==> config.mk <==
export PLATFORM = sky130hd
export DESIGN_NAME = uart_top
export DESIGN_NICKNAME = d
export VERILOG_FILES = /design/src/hw/uart_pkg.sv /design/src/hw/uart_link_if.sv /design/src/hw/uart_regs.sv /design/src/hw/uart_rx.sv /design/src/hw/uart_top.sv /design/src/hw/uart_tx.sv
export SDC_FILE = /design/constraint.sdc
export NUM_CORES = 1
export LEC_CHECK = 0
export BUFFER_PORTS_ARGS = -buffer_cell sky130_fd_sc_hd__buf_2
export CAP_MARGIN = 20
export CORE_UTILIZATION = 53
export CTS_CLUSTER_SIZE = 16
export DETAILED_ROUTE_END_ITERATION = 8
export HOLD_SLACK_MARGIN = 0.03
export PLACE_DENSITY = 0.85
export SLEW_MARGIN = 5
export SYNTH_ARGS = -nofsm -noshare
export SYNTH_HDL_FRONTEND = slang
export SYNTH_HIERARCHICAL = 1
export SYNTH_SLANG_ARGS = --single-unit
==> constraint.sdc <==
create_clock -name clk -period 2.45 [get_ports clk]
set_input_delay 0.49 -clock clk [delete_from_list [all_inputs] [get_ports clk]]
set_output_delay 0.49 -clock clk [all_outputs]
set_load 0.05 [all_outputs]
==> src/hw/uart_pkg.sv <==
package uart_pkg;

   //////////////////////////////////////////////////////////////////////
   // bus and datapath widths
   //////////////////////////////////////////////////////////////////////

   localparam int data_w = 32;
   localparam int addr_w = 3;
   localparam int div_w  = 16;
   localparam int byte_w = 8;

   //////////////////////////////////////////////////////////////////////
   // register map
   //////////////////////////////////////////////////////////////////////

   localparam logic [addr_w-1:0] addr_write_wait = 3'd0;
   localparam logic [addr_w-1:0] addr_div        = 3'd1;
   localparam logic [addr_w-1:0] addr_data       = 3'd2;
   localparam logic [addr_w-1:0] addr_tx_en      = 3'd3;
   localparam logic [addr_w-1:0] addr_read_valid = 3'd4;
   localparam logic [addr_w-1:0] addr_soft_reset = 3'd5;
   localparam logic [addr_w-1:0] addr_rx_en      = 3'd6;

   // divider value out of reset
   localparam logic [div_w-1:0] div_reset = 16'd1;

   // one bus write word seen either as a divider or as byte plus flag
   typedef union packed {
      logic [data_w-1:0] word;
      struct packed {
         logic [data_w-byte_w-2:0] pad;
         logic [byte_w-1:0]        data;
         logic                     flag;
      } ctrl;
   } uart_word_u;

endpackage

==> src/hw/uart_link_if.sv <==
interface uart_link_if;

   // configuration and commands from the register block
   logic [uart_pkg::div_w-1:0]  divider;
   logic                        tx_en;
   logic                        rx_en;
   logic                        clear;
   logic                        tx_load;
   logic [uart_pkg::byte_w-1:0] tx_byte;
   logic                        rx_take;

   // status back from the engines
   logic                        tx_busy;
   logic [uart_pkg::byte_w-1:0] rx_byte;
   logic                        rx_valid;
   logic                        rts_req;

   modport regs (
      output divider, tx_en, rx_en, clear, tx_load, tx_byte, rx_take,
      input  tx_busy, rx_byte, rx_valid, rts_req
   );

   modport tx (
      input  divider, tx_en, clear, tx_load, tx_byte,
      output tx_busy
   );

   modport rx (
      input  divider, clear, rx_take,
      output rx_byte, rx_valid, rts_req
   );

endinterface

==> src/hw/uart_regs.sv <==
module uart_regs (
   input  logic                        clk,
   input  logic                        rst_int,
   input  logic                        valid,
   input  logic [uart_pkg::addr_w-1:0] address,
   input  logic [uart_pkg::data_w-1:0] wdata,
   input  logic                        wstrb,
   input  logic                        cts,
   output logic [uart_pkg::data_w-1:0] rdata,
   output logic                        ready,
   output logic                        rts,
   uart_link_if.regs                   link
);

   uart_pkg::uart_word_u        wdata_u;
   logic                        div_we;
   logic                        data_we;
   logic                        tx_en_we;
   logic                        rx_en_we;
   logic                        soft_we;
   logic [uart_pkg::addr_w-1:0] address_q;
   logic                        wstrb_q;
   logic [1:0]                  cts_sync;

   assign wdata_u = wdata;

   //////////////////////////////////////////////////////////////////////
   // write decode
   //////////////////////////////////////////////////////////////////////

   always_comb begin
      div_we   = 1'b0;
      data_we  = 1'b0;
      tx_en_we = 1'b0;
      rx_en_we = 1'b0;
      soft_we  = 1'b0;
      if (valid && wstrb) begin
         case (address)
            uart_pkg::addr_div:        div_we   = 1'b1;
            uart_pkg::addr_data:       data_we  = 1'b1;
            uart_pkg::addr_tx_en:      tx_en_we = 1'b1;
            uart_pkg::addr_rx_en:      rx_en_we = 1'b1;
            uart_pkg::addr_soft_reset: soft_we  = 1'b1;
            default: ;
         endcase
      end
   end

   // transmit request goes straight to the engine
   assign link.tx_load = data_we;
   assign link.tx_byte = wdata_u.ctrl.data;

   // reading the data register frees the receive buffer
   assign link.rx_take = valid && !wstrb && (address == uart_pkg::addr_data);

   // one cycle soft reset pulse
   always_ff @(posedge clk or posedge rst_int) begin
      if (rst_int)
         link.clear <= 1'b0;
      else
         link.clear <= soft_we && wdata_u.ctrl.flag;
   end

   //////////////////////////////////////////////////////////////////////
   // configuration
   //////////////////////////////////////////////////////////////////////

   always_ff @(posedge clk or posedge rst_int) begin
      if (rst_int) begin
         link.divider <= uart_pkg::div_reset;
         link.tx_en   <= 1'b0;
         link.rx_en   <= 1'b0;
      end else if (link.clear) begin
         link.divider <= uart_pkg::div_reset;
         link.tx_en   <= 1'b0;
         link.rx_en   <= 1'b0;
      end else begin
         if (div_we)
            link.divider <= wdata_u.word[uart_pkg::div_w-1:0];
         if (tx_en_we)
            link.tx_en <= wdata_u.ctrl.flag;
         if (rx_en_we)
            link.rx_en <= wdata_u.ctrl.flag;
      end
   end

   // cts synchronizer idles high
   always_ff @(posedge clk or posedge rst_int) begin
      if (rst_int)
         cts_sync <= 2'b11;
      else
         cts_sync <= {cts_sync[0], cts};
   end

   assign rts = link.rts_req && link.rx_en;

   //////////////////////////////////////////////////////////////////////
   // bus response
   //////////////////////////////////////////////////////////////////////

   always_ff @(posedge clk or posedge rst_int) begin
      if (rst_int)
         ready <= 1'b0;
      else
         ready <= valid;
   end

   // access info for the ready cycle
   always_ff @(posedge clk) begin
      address_q <= address;
      wstrb_q   <= wstrb;
   end

   always_comb begin
      rdata = '0;
      if (ready && !wstrb_q) begin
         case (address_q)
            uart_pkg::addr_write_wait:
               rdata[0] = link.tx_busy || !cts_sync[1];
            uart_pkg::addr_div:
               rdata = {{(uart_pkg::data_w - uart_pkg::div_w){1'b0}}, link.divider};
            uart_pkg::addr_data:
               rdata = {{(uart_pkg::data_w - uart_pkg::byte_w){1'b0}}, link.rx_byte};
            uart_pkg::addr_read_valid:
               rdata[0] = link.rx_valid;
            default: ;
         endcase
      end
   end

endmodule

==> src/hw/uart_rx.sv <==
module uart_rx (
   input  logic   clk,
   input  logic   rst_int,
   input  logic   rxd,
   uart_link_if.rx link
);

   logic [3:0]                  state;
   logic [uart_pkg::div_w-1:0]  cnt;
   logic [uart_pkg::byte_w-1:0] pattern;
   logic                        half_done;
   logic                        bit_done;
   logic                        sample;
   logic                        finish;

   // twice the count reaches the divider at mid start bit
   assign half_done = ({cnt, 1'b0} >= {1'b0, link.divider});
   assign bit_done  = (cnt >= link.divider);
   assign sample    = (state inside {[4'd2:4'd9]}) && bit_done;
   assign finish    = (state == 4'd10) && (cnt == link.divider);

   //////////////////////////////////////////////////////////////////////
   // receive FSM
   //////////////////////////////////////////////////////////////////////

   always_ff @(posedge clk or posedge rst_int) begin
      if (rst_int) begin
         state         <= 4'd0;
         cnt           <= '0;
         link.rx_valid <= 1'b0;
         link.rts_req  <= 1'b1;
      end else if (link.clear) begin
         state         <= 4'd0;
         cnt           <= '0;
         link.rx_valid <= 1'b0;
         link.rts_req  <= 1'b1;
      end else begin
         cnt <= cnt + 16'd1;
         // buffer read by the processor
         if (link.rx_take) begin
            link.rx_valid <= 1'b0;
            link.rts_req  <= 1'b1;
         end
         case (state)
            // idle until a start bit
            4'd0: begin
               cnt <= 16'd1;
               if (!rxd) begin
                  state        <= 4'd1;
                  link.rts_req <= 1'b0;
               end
            end
            // move to middle of start bit
            4'd1: begin
               if (half_done) begin
                  state <= 4'd2;
                  cnt   <= 16'd1;
               end
            end
            // one period past the last data bit
            4'd10: begin
               if (finish) begin
                  link.rx_valid <= 1'b1;
                  state         <= 4'd0;
               end
            end
            // data bits LSB first
            default: begin
               if (bit_done) begin
                  state <= state + 4'd1;
                  cnt   <= 16'd1;
               end
            end
         endcase
      end
   end

   // shift register and receive buffer
   always_ff @(posedge clk) begin
      if (sample)
         pattern <= {rxd, pattern[uart_pkg::byte_w-1:1]};
      if (finish)
         link.rx_byte <= pattern;
   end

endmodule

==> src/hw/uart_top.sv <==
module uart_top (
   input  logic                        clk,
   input  logic                        rst_int,
   // processor bus
   input  logic                        valid,
   input  logic [uart_pkg::addr_w-1:0] address,
   input  logic [uart_pkg::data_w-1:0] wdata,
   input  logic                        wstrb,
   output logic [uart_pkg::data_w-1:0] rdata,
   output logic                        ready,
   // serial line
   output logic                        txd,
   input  logic                        rxd,
   input  logic                        cts,
   output logic                        rts
);

   uart_link_if link ();

   uart_regs i_regs (
      .clk     (clk),
      .rst_int (rst_int),
      .valid   (valid),
      .address (address),
      .wdata   (wdata),
      .wstrb   (wstrb),
      .cts     (cts),
      .rdata   (rdata),
      .ready   (ready),
      .rts     (rts),
      .link    (link.regs)
   );

   uart_tx i_tx (
      .clk     (clk),
      .rst_int (rst_int),
      .link    (link.tx),
      .txd     (txd)
   );

   uart_rx i_rx (
      .clk     (clk),
      .rst_int (rst_int),
      .rxd     (rxd),
      .link    (link.rx)
   );

endmodule

==> src/hw/uart_tx.sv <==
module uart_tx (
   input  logic   clk,
   input  logic   rst_int,
   uart_link_if.tx link,
   output logic   txd
);

   logic [uart_pkg::div_w-1:0] baud_cnt;
   logic [3:0]                 bit_cnt;
   logic [9:0]                 shift_q;
   logic                       wrap;

   // end of one bit period
   assign wrap = (baud_cnt == link.divider);

   // baud counter runs 1..divider
   always_ff @(posedge clk or posedge rst_int) begin
      if (rst_int)
         baud_cnt <= '0;
      else if (link.clear)
         baud_cnt <= '0;
      else if (link.tx_load || wrap)
         baud_cnt <= 16'd1;
      else if (baud_cnt != '0)
         baud_cnt <= baud_cnt + 16'd1;
   end

   // bits left in the frame
   always_ff @(posedge clk or posedge rst_int) begin
      if (rst_int)
         bit_cnt <= 4'd0;
      else if (link.clear)
         bit_cnt <= 4'd0;
      else if (link.tx_load)
         bit_cnt <= 4'd10;
      else if (bit_cnt != 4'd0 && wrap)
         bit_cnt <= bit_cnt - 4'd1;
   end

   // stop, data, start; line idles high
   always_ff @(posedge clk or posedge rst_int) begin
      if (rst_int)
         shift_q <= '1;
      else if (link.clear)
         shift_q <= '1;
      else if (link.tx_load)
         shift_q <= {1'b1, link.tx_byte, 1'b0};
      else if (bit_cnt != 4'd0 && wrap)
         shift_q <= {1'b1, shift_q[9:1]};
   end

   assign link.tx_busy = (bit_cnt != 4'd0);

   // held at mark while disabled
   assign txd = shift_q[0] || !link.tx_en;

endmodule

# == Yosys cells after proc, flatten, opt, wreduce, memory -nomap -nowiden ==
# Index checks and enable logic that the tools add are counted.
# word_totals
ff_bits,94
inputBits,41
# op_classes
n_addsub,4
magnitude_cmp,4
n_eq_ne,15
n_mux,46
reduce_logical,28
# ops
cell,n
$mux W16,8
$pmux W16 S3,1
$add A16 B1 Y16 const B,2
$eq A16 B16 Y1,2
$mux W32,1
$mux W4,8
$mux W10,3
$pmux W15 S2,1
$mux W1,22
$ge A17 B16 Y1,1
$ge A16 B16 Y1,1
$reduce_bool A16 Y1,1
$pmux W4 S3,1
$logic_and A1 B1 Y1,10
$eq A3 B2 Y1 const B,3
$eq A3 B3 Y1 const B,3
$eq A3 B1 Y1 const B,2
$ne A3 B2 Y1 const B,2
$reduce_bool A2 Y1,3
$reduce_bool A3 Y1,2
$reduce_bool A5 Y1,1
$add A4 B1 Y4 const B,1
$eq A4 B1 Y1 const B,1
$eq A4 B4 Y1 const B,1
11 further kinds,16

# == Logic depth before layout (Yosys ltp) ==
# Gate-level depths: netlist (run 1).
# logic_depth
ltp_word,7
ltp_mapped,10

# == Hierarchy ==
# Netlist (run 1), hierarchy kept.
# by_module_without_submodules
module,n_inst,cells_each,area_each_um2
uart_rx,1,252,2575.0
uart_tx,1,198,1742.9
uart_regs,1,124,1350.0

# == Least setup slack after synthesis (run 1) ==
# Ideal clock, no wire load.
# synth_timing
kind,register to output
startpoint,register i_tx.bit_cnt[0]
endpoint,output rdata[0] (netlist bit)
arrival_ps,2146
required_time_ps,1960
path_slack_ps,-186
stages_incl_launch_ff,9
path_buffers,2
cell_sequence,dfrtp_1 inv_1 ha_1 and2_1 clkbuf_1 inv_1 clkbuf_1 nor3b_1 o22ai_1
# synth_via
elab_chain_len,4
# synth_rtl
item,line,rtl
"start, declared",uart_tx.sv:9,logic [3:0] bit_cnt;
"start signal, assigned",uart_tx.sv:37,bit_cnt <= bit_cnt - 4'd1;
$reduce_bool A4 Y1,uart_tx.sv:52,assign link.tx_busy = (bit_cnt != 4'd0);
named net link.tx_busy,uart_link_if.sv:13,logic tx_busy;
$logic_or A1 B1 Y1,uart_regs.sv:119,rdata[0] = link.tx_busy || !cts_sync[1];
$pmux W1 S4,uart_regs.sv:117,case (address_q)
$mux W32,uart_regs.sv:116,if (ready && !wstrb_q) begin
"end, declared",uart_top.sv:9,"output logic [uart_pkg::data_w-1:0] rdata,"
# The timed path passes the listed nets, and every way through them passes these cells.

# == Worst setup path after layout (run 1) ==
# layout_timing
startpoint,register i_regs.link.divider[5]
endpoint,register i_rx.state[0]
# layout_via
elab_chain_len,4
elab_cells_between_ends,8
# layout_rtl
item,line,rtl
"start, declared",uart_link_if.sv:19,"output divider, tx_en, rx_en, clear, tx_load, tx_byte, rx_take,"
"start signal, assigned",uart_regs.sv:70,link.divider <= uart_pkg::div_reset;
"start signal, assigned",uart_regs.sv:74,link.divider <= uart_pkg::div_reset;
"start signal, assigned",uart_regs.sv:79,link.divider <= wdata_u.word[uart_pkg::div_w-1:0];
"parallel branches: the longest is 3 deep, another holds $ge A17 B16 Y1",n/a,
$reduce_and A4 Y1 (no line) *,n/a,
"end signal, assigned",uart_rx.sv:70,state <= state + 4'd1;
"end, declared",uart_rx.sv:8,logic [3:0] state;
# Every way passes the cells marked *.
# A chain may end at the register's enable or synchronous reset.

==> impl_metrics.sql, run 1 <==
INSERT INTO impl_metrics (metric_group, metric, value, unit) VALUES
('run_status', 'run_status', 'complete, but fails checks', ''),
('run_status', 'violations', 'negative setup slack', ''),
('power_and_ir_drop', 'switching_share', '38.79', '%'),
('worst_setup_path', 'worstSetupEndpointType', 'flip-flop', ''),
('worst_setup_path', 'cpMaxStageDelayCell', 'a2111o_1', ''),
('sta', 'final.setup.worst_slack', '-4.994', 'ps'),
('worst_setup_path', 'worst-endpoint-arrival', '2720', 'ps'),
('finish', 'antenna-diode-count', '0', ''),
('sta', 'setup_viol_count_final', '2', ''),
('worst_setup_path', 'cp_cell_sequence', 'inv_1 -> ha_1 -> a21oi_1 -> o21ai_1 -> a2111o_1 -> a221oi_4 -> a21o_1 -> nor2_1 -> a22o_1', ''),
('power_and_ir_drop', 'power_density', '822.4', 'nW/um^2'),
('floorplan', 'overall_die_area', '11110', 'um^2'),
('finish', 'filler_cell_count', '754', ''),
('yosys', 'syn_inst', '574', ''),
('worst_setup_path', 'timing.critical_path.required', '2720', 'ps'),
('placement', 'post-place-cells', '763', ''),
('yosys', 'synth.lib_cells_used.distinct', '68', ''),
('yosys', 'synth_top_area_cell', 'dfrtp_1', ''),
('sta', 'least_margin_pin_slew', '880.3', 'ps'),
('yosys', 'number_of_flops_mapped_to_enable_cells_by_yosys', '16', ''),
('yosys', 'post_synth_instance_area', '5668', 'um^2'),
('grt', 'grt_usage', '24.77', '%'),
('power_and_ir_drop', 'power.share.clock', '19.6', '%'),
('route', 'post_drt_wl_per_cell', '17.90', 'um'),
('sta', 'fmax', '0.4073', 'GHz'),
('worst_setup_path', 'critical-path-top-delay-family', 'compound AO/OA/AOI/OAI gates', ''),
('sta', 'post-route-min-period', '2455', 'ps'),
('power_and_ir_drop', 'power.internal', '3.329', 'mW'),
('power_and_ir_drop', 'total_switching_power', '2.109', 'mW'),
('power_and_ir_drop', 'irDropWorstVdd', '0.4237', 'mV'),
('hold_path', 'worstHoldPathType', 'in2async', ''),
('yosys', 'synth.top_cell.area_share', '26.49', '%'),
('yosys', 'post_synth_xor_area_fraction', '6.799', '%'),
('clock_network', 'cts_inserted_buffers', '9', ''),
('worst_setup_path', 'path_class', 'reg2reg', ''),
('finish', 'final_cells', '788', ''),
('power_and_ir_drop', 'power.static_leakage', '3.007', 'nW'),
('floorplan', 'top_level_ports', '76', ''),
('grt', 'first_pass_grt_wire_length', '21580', 'um'),
('sta', 'finalSetupTns', '-5.917', 'ps'),
('power_and_ir_drop', 'total_power', '5.438', 'mW'),
('route', 'antenna_violating_nets_post_route', '0', ''),
('placement', 'dp.final_hpwl', '9900', 'um'),
('sta', 'max_slew_margin', '41.25', '%'),
('yosys', 'share_of_synthesized_cell_area_in_and_or_nand_and_nor_gates', '22.72', '%'),
('clock_network', 'clk_path_buf_depth', '2', ''),
('grt', 'via_count_of_the_first_global_routing_pass', '4486', ''),
('finish', 'post_route_cells_drive_above_1_share', '30.06', '%'),
('finish', 'layout.area.seq', '2410', 'um^2'),
('yosys', 'syn_area_per_cell', '9.874', 'um^2'),
('finish', 'multi_input_comb_area', '3110', 'um^2'),
('yosys', 'synth_seq_area_share', '42.41', '%'),
('placement', 'dpl-instance-area', '6101', 'um^2'),
('route', 'drt_wl_total', '14100', 'um'),
('yosys', 'dominant_combinational_cell_family_by_area_after_synthesis', 'simple AND/OR/NAND/NOR gates', ''),
('sta', 'unrepaired_setup_endpoints_after_global_routing', 'true', ''),
('yosys', 'synth_compound_gate_area_share', '10.60', '%'),
('yosys', 'synth-seq-cells', '93', ''),
('floorplan', 'die_w', '105.4', 'um'),
('route', 'via_per_inst', '5.802', ''),
('placement', 'numPortBuffers', '43', ''),
('placement', 'gpl.final_weighted_congestion', '0.9303', ''),
('sta', 'maxSlewViolCount', '0', ''),
('yosys', 'synthMuxAreaShare', '0.3532', '%'),
('route', 'detail_route.first_pass.iterations', '5', ''),
('clock_network', 'cts.clk_slew.worst_paths', '100', 'ps'),
('clock_network', 'tritoncts', 'built', ''),
('finish', 'design.final.nets', '729', ''),
('placement', 'pre_cts_ws', '-76.02', 'ps'),
('sta', 'worst_clock_skew', '11.63', 'ps'),
('floorplan', 'core', '10320', 'um^2');
==> cell usage in the layout, fill, tap and decap left out, types with 15 or more instances in the layout <==
| cell type | count |
|---|---|
| conb_1 | 16 |
| dfrtp_1 | 55 |
| nor3_1 | 22 |
| xor2_1 | 30 |
| a22o_2 | 15 |
| ha_1 | 33 |
| inv_1 | 33 |
| nand3_1 | 20 |
| nor2_1 | 53 |
| buf_2 | 43 |
| a21oi_1 | 22 |
| buf_4 | 45 |
| edfxtp_1 | 16 |
| nand2_1 | 23 |
==> cell usage after synthesis (10+ instances only) <==
cell / number
ha_1: 41
inv_1: 39
a21oi_1: 26
buf_4: 24
xor2_1: 30
or3_1: 10
nand3_1: 21
o21ai_0: 10
edfxtp_1: 16
a22o_2: 15
nand2_1: 27
nor2b_1: 12
nor3_1: 22
xnor2_1: 14
and2_1: 11
nor2_1: 56
dfstp_2: 13
nand4_1: 10
dfrtp_1: 60
==> power groups by stage <==
stage / Combinational [mW] / Sequential [mW] / Clock (mW)
after floorplan: 1.44 / 2.13 / 0
after global placement: 1.75 / 2.19 / 0
after detailed placement: 1.88 / 2.21 / 0
after CTS: 1.94 / 2.19 / 1.07
after global routing: 2.39 / 2.25 / 1.14
final: 2.17 / 2.21 / 1.06
==> worst paths after layout <==
kind,from,endpoint,slack [ps],cells after the start
min reg2reg,i_regs/cts_sync[0],i_regs/cts_sync[1],360,0
min,rst_int,i_tx/baud_cnt[15],220,3
max in group asynchronous,rst_int,i_rx/cnt[9],1540,2
max reg2reg,i_regs/link.divider[5],i_rx/state[0],-5,9
max,i_regs/link.divider[5],i_rx/state[0],-5,9
min in group clk,cts,i_regs/cts_sync[0],220,1
==> flip-flops by register name, summed over array words and instances, names as in the netlist, 2 cells and up <==
| name | count |
|---|---|
| i_regs/link.divider | 16 |
| i_rx/cnt | 16 |
| i_tx/baud_cnt | 16 |
| i_tx/shift_q | 9 |
| i_rx/link.rx_byte | 8 |
| i_rx/pattern | 8 |
| i_rx/state | 4 |
| i_tx/bit_cnt | 4 |
| i_regs/address_q | 3 |
| i_regs/cts_sync | 2 |
==> metal layers <==
| layer | wire (um) | vias to the layer above | GRT usage (%) |
|---|---|---|---|
| met4 | 433 | 0 | 11.97 |
| met5 | 0 | - | 0 |
| li1 | - | 2113 | - |
| met3 | 805 | 36 | 4.886 |
| met2 | 7336 | 187 | 42.81 |
| met1 | 5526 | 2236 | 29.47 |
==> what timing repair did <==
item | 4_1_cts | 5_1_grt
gates resized for setup | 7 | 41
hold endpoints to repair | 0 | 0
endpoints found under the setup margin | 17 | 34
pin swaps | 3 | 33
gates cloned | 1 | 0
hold buffers | 0 | 0
buffers inserted | 0 | 8
==> cells by family after synthesis <==
family | Yosys count
AND/OR/NAND/NOR | 227
flip-flops | 93
AO/OA/AOI/OAI | 83
buffers and inverters | 83
XOR/XNOR | 44
adder cells (fa/ha/maj) | 41
multiplexers | 2
other | 1
==> area by class of cell <==
cell class / instances / share of cell area (%)
Clock buffer: 10 / 1.930
Clock inverter: 6 / 1.097
Inverter: 39 / 2.214
Multi-Input combinational cell: 414 / 47.04
Sequential cell: 93 / 36.44
Tap cell: 136 / 2.573
Timing Repair Buffer: 90 / 8.704
==> worst register-to-register path, delay by kind of cell, from the launching register on <==
kind	cells	cell delay (ps)
buf+inv	1	80
fa+ha+maj	1	330
flops	1	370
simple gates	1	80
compound gates	6	1500
==> through the flow <==
stage	hold WS, ps	utilization, %
after floorplan	345.2	-
after global placement	346.2	59.10
after detailed placement	347.5	59.10
after CTS	208.0	61.60
after global routing	203.2	64.05
final	222.4	64.05
Note: power is estimated with default switching activity, not from simulation.
==> run 2: changes to the inputs <==
--- a/config.mk
+++ b/config.mk
@@ -7,11 +7,13 @@
 export LEC_CHECK = 0
 export BUFFER_PORTS_ARGS = -buffer_cell sky130_fd_sc_hd__buf_2
 export CAP_MARGIN = 20
+export CORE_MARGIN = 2
 export CORE_UTILIZATION = 53
 export CTS_CLUSTER_SIZE = 16
 export DETAILED_ROUTE_END_ITERATION = 8
 export HOLD_SLACK_MARGIN = 0.03
 export PLACE_DENSITY = 0.85
+export RECOVER_POWER = 25
 export SLEW_MARGIN = 5
 export SYNTH_ARGS = -nofsm -noshare
 export SYNTH_HDL_FRONTEND = slang
==> impl_metrics.sql, run 2 (synthesized netlist as in run 1, its figures left out) <==
INSERT INTO impl_metrics (metric_group, metric, value, unit) VALUES
('floorplan', 'core', '10370', 'um^2'),
('finish', 'antenna-diode-count', '0', ''),
('worst_setup_path', 'worstSetupPathDepth', '10', ''),
('grt', 'grt_remaining_overflow', '0', ''),
('sta', 'hold_violations', '0', ''),
('finish', 'final_cells', '787', ''),
('route', 'detail_route.first_pass.iterations', '5', ''),
('worst_setup_path', 'cp_cell_sequence', 'inv_1 -> ha_1 -> nand4_1 -> nor2_4 -> a2111oi_4 -> buf_4 -> nand4_1 -> buf_6 -> a211o_4 -> nor2_1', ''),
('floorplan', 'chipHeight', '107.4', 'um'),
('run_status', 'violations', 'max-capacitance violations, max-slew violations', ''),
('power_and_ir_drop', 'irDropWorstVdd', '0.4137', 'mV'),
('worst_setup_path', 'timing.critical_path.required', '2750', 'ps'),
('finish', 'syn_to_final_growth', '16.18', '%'),
('clock_network', 'tritoncts', 'built', ''),
('job', 'max_cap_violations', '1', ''),
('worst_setup_path', 'worstSetupEndpointType', 'flip-flop', ''),
('worst_setup_path', 'critical_path.startpoint_type', 'flip-flop', ''),
('sta', 'setup_viol_count_final', '0', ''),
('hold_path', 'worst_hold_path.num_cells', '1', ''),
('grt', 'via_count_of_the_first_global_routing_pass', '4518', ''),
('sta', 'unrepaired_setup_endpoints_after_global_routing', 'true', ''),
('clock_network', 'cts.clk_slew.worst_paths', '100', 'ps'),
('sta', 'final_min_period_over_clock_period', '99.86', '%'),
('clock_network', 'clock_tree.htree_level_count', '3', ''),
('route', 'via_per_inst', '5.769', ''),
('worst_setup_path', 'max_stage_delay', '410', 'ps'),
('clock_network', 'clock_sink_count', '93', ''),
('worst_setup_path', 'timing.critical_path.mode_cell', 'nand4_1', ''),
('grt', 'first_pass_grt_wire_length', '21710', 'um'),
('grt', 'pin_count_of_the_biggest_net_entering_global_routing', '30', ''),
('route', 'remaining_drc_errors', '0', ''),
('finish', 'final_core_utilization', '63.50', '%'),
('sta', 'worst_clock_skew', '9.662', 'ps'),
('power_and_ir_drop', 'power_density', '794.2', 'nW/um^2'),
('floorplan', 'overall_die_area', '11540', 'um^2'),
('worst_setup_path', 'critical_path.n_buffers_inverters', '3', ''),
('finish', 'mostFrequentLayoutCells', '56 x dfrtp_1, 55 x nor2_1, 42 x buf_4', ''),
('worst_setup_path', 'critical-path-top-delay-family', 'compound AO/OA/AOI/OAI gates', ''),
('worst_setup_path', 'worst_r2r_startpoint', 'i_regs/link.divider[11]', ''),
('sta', 'max_slew_margin', '-1.248', '%'),
('hold_path', 'worstHoldPathType', 'in2reg', ''),
('route', 'via_count', '4540', ''),
('route', 'drt_wl_total', '13680', 'um'),
('worst_setup_path', 'cpMaxStageDelayCell', 'a211o_4', ''),
('route', 'antenna_violating_nets_post_route', '0', ''),
('sta', 'post-route-min-period', '2446', 'ps'),
('placement', 'numPortBuffers', '43', ''),
('worst_setup_path', 'r2r.worst_path.cells', '10', ''),
('finish', 'regs_by_ff_count', 'i_regs/link.divider (16), i_rx/cnt (16), i_tx/baud_cnt (16)', ''),
('worst_setup_path', 'path_class', 'reg2reg', ''),
('clock_network', 'cts.root.buffer_cell', 'clkbuf_8', ''),
('hold_path', 'hold_start', 'cts', ''),
('power_and_ir_drop', 'power.static_leakage', '2.987', 'nW'),
('floorplan', 'die_w', '107.4', 'um'),
('clock_network', 'clk_path_buf_depth', '2', ''),
('sta', 'least_margin_pin_slew', '1519', 'ps'),
('route', 'drtIter0Drc', '320', ''),
('grt', 'grt_usage', '24.11', '%'),
('placement', 'dp.final_hpwl', '9591', 'um'),
('clock_network', 'cts_inserted_buffers', '9', ''),
('finish', 'leading_cell_type_in_the_layout_fill_and_taps_excluded', 'dfrtp_1', ''),
('worst_setup_path', 'cp_launch_point', 'i_regs/link.divider[11]', ''),
('route', 'post_drt_wl_per_cell', '17.39', 'um'),
('worst_setup_path', 'worstPathMaxFanout', '8', ''),
('sta', 'maxSlewViolCount', '30', ''),
('floorplan', 'number_of_placement_rows', '37', ''),
('worst_setup_path', 'worst-endpoint-arrival', '2750', 'ps'),
('run_status', 'run_status', 'complete, but fails checks', ''),
('placement', 'post-place-cells', '759', ''),
('sta', 'fmax', '0.4087', 'GHz'),
('floorplan', 'start_util', '54.66', '%'),
('placement', 'gpl.final_weighted_congestion', '0.9278', ''),
('power_and_ir_drop', 'total_power', '5.230', 'mW'),
('grt', 'antenna_found_initial', '0', ''),
('finish', 'post_route_cells_drive_above_1_share', '28.88', '%'),
('floorplan', 'top_level_ports', '76', ''),
('clock_network', 'clk_lat_worst_skew', '380', 'ps'),
('finish', 'design.final.nets', '728', '');
==> run 2: cell type report <==
cell class                 instances  area, um^2
multi-input combinational        414        3127
clock buffer                       9       123.9
sequential                        93        2409
timing repair buffer              89       559.3
clock inverter                     7       50.05
fill                             805        3785
tap                              136       170.2
inverter                          39       146.4
==> run 2: path summary, 6_finish.rpt <==
kind                                           end  slack (ps)
worst min register to register  i_regs/cts_sync[1]         360
worst max register to register         i_rx/cnt[5]           4
max in group asynchronous          i_tx/bit_cnt[2]         900
worst max-delay path                   i_rx/cnt[5]           4
worst min-delay path            i_regs/cts_sync[0]         200
min in group asynchronous             i_rx/cnt[12]         300
==> run 2: timing repair <==
| item | 4_1_cts | 5_1_grt |
|---|---|---|
| gates cloned | 1 | 0 |
| resized for setup | 10 | 38 |
| pin swaps | 10 | 20 |
| setup buffers | 3 | 8 |
| hold buffers | 0 | 0 |
| setup endpoints to repair | 18 | 41 |
==> run 2: per-layer routing <==
layer  wire [um]  vias up  GRT usage, %  part of all wire (%)
met4         404        0         8.516                   3.0
met2        7042      154         42.90                    51
met5           0        -             0                     0
li1            -     2105             -                     -
met3         681       40         5.630                   5.0
met1        5554     2241         28.43                    41
==> run 2: report_power, final <==
part | leakage (nW) | internal, mW | switching [mW]
clock | 0.0832 | 0.370 | 0.571
combinational | 1.82 | 0.911 | 1.17
sequential | 1.09 | 1.90 | 0.303
total | 2.99 | 3.18 | 2.05
==> run 2: metrics by stage <==
stage,setup slack [ps],hold WS [ps],TNS [ps],cell area [um^2]
after floorplan,85.06,345.2,0,5731
after global placement,-31.01,346.5,-355.9,6071
after detailed placement,-131.2,348.1,-1950,6071
after CTS,2.877,191.6,0,6346
after global routing,-49.38,177.7,-464.1,6585
final,3.504,200.7,0,6585
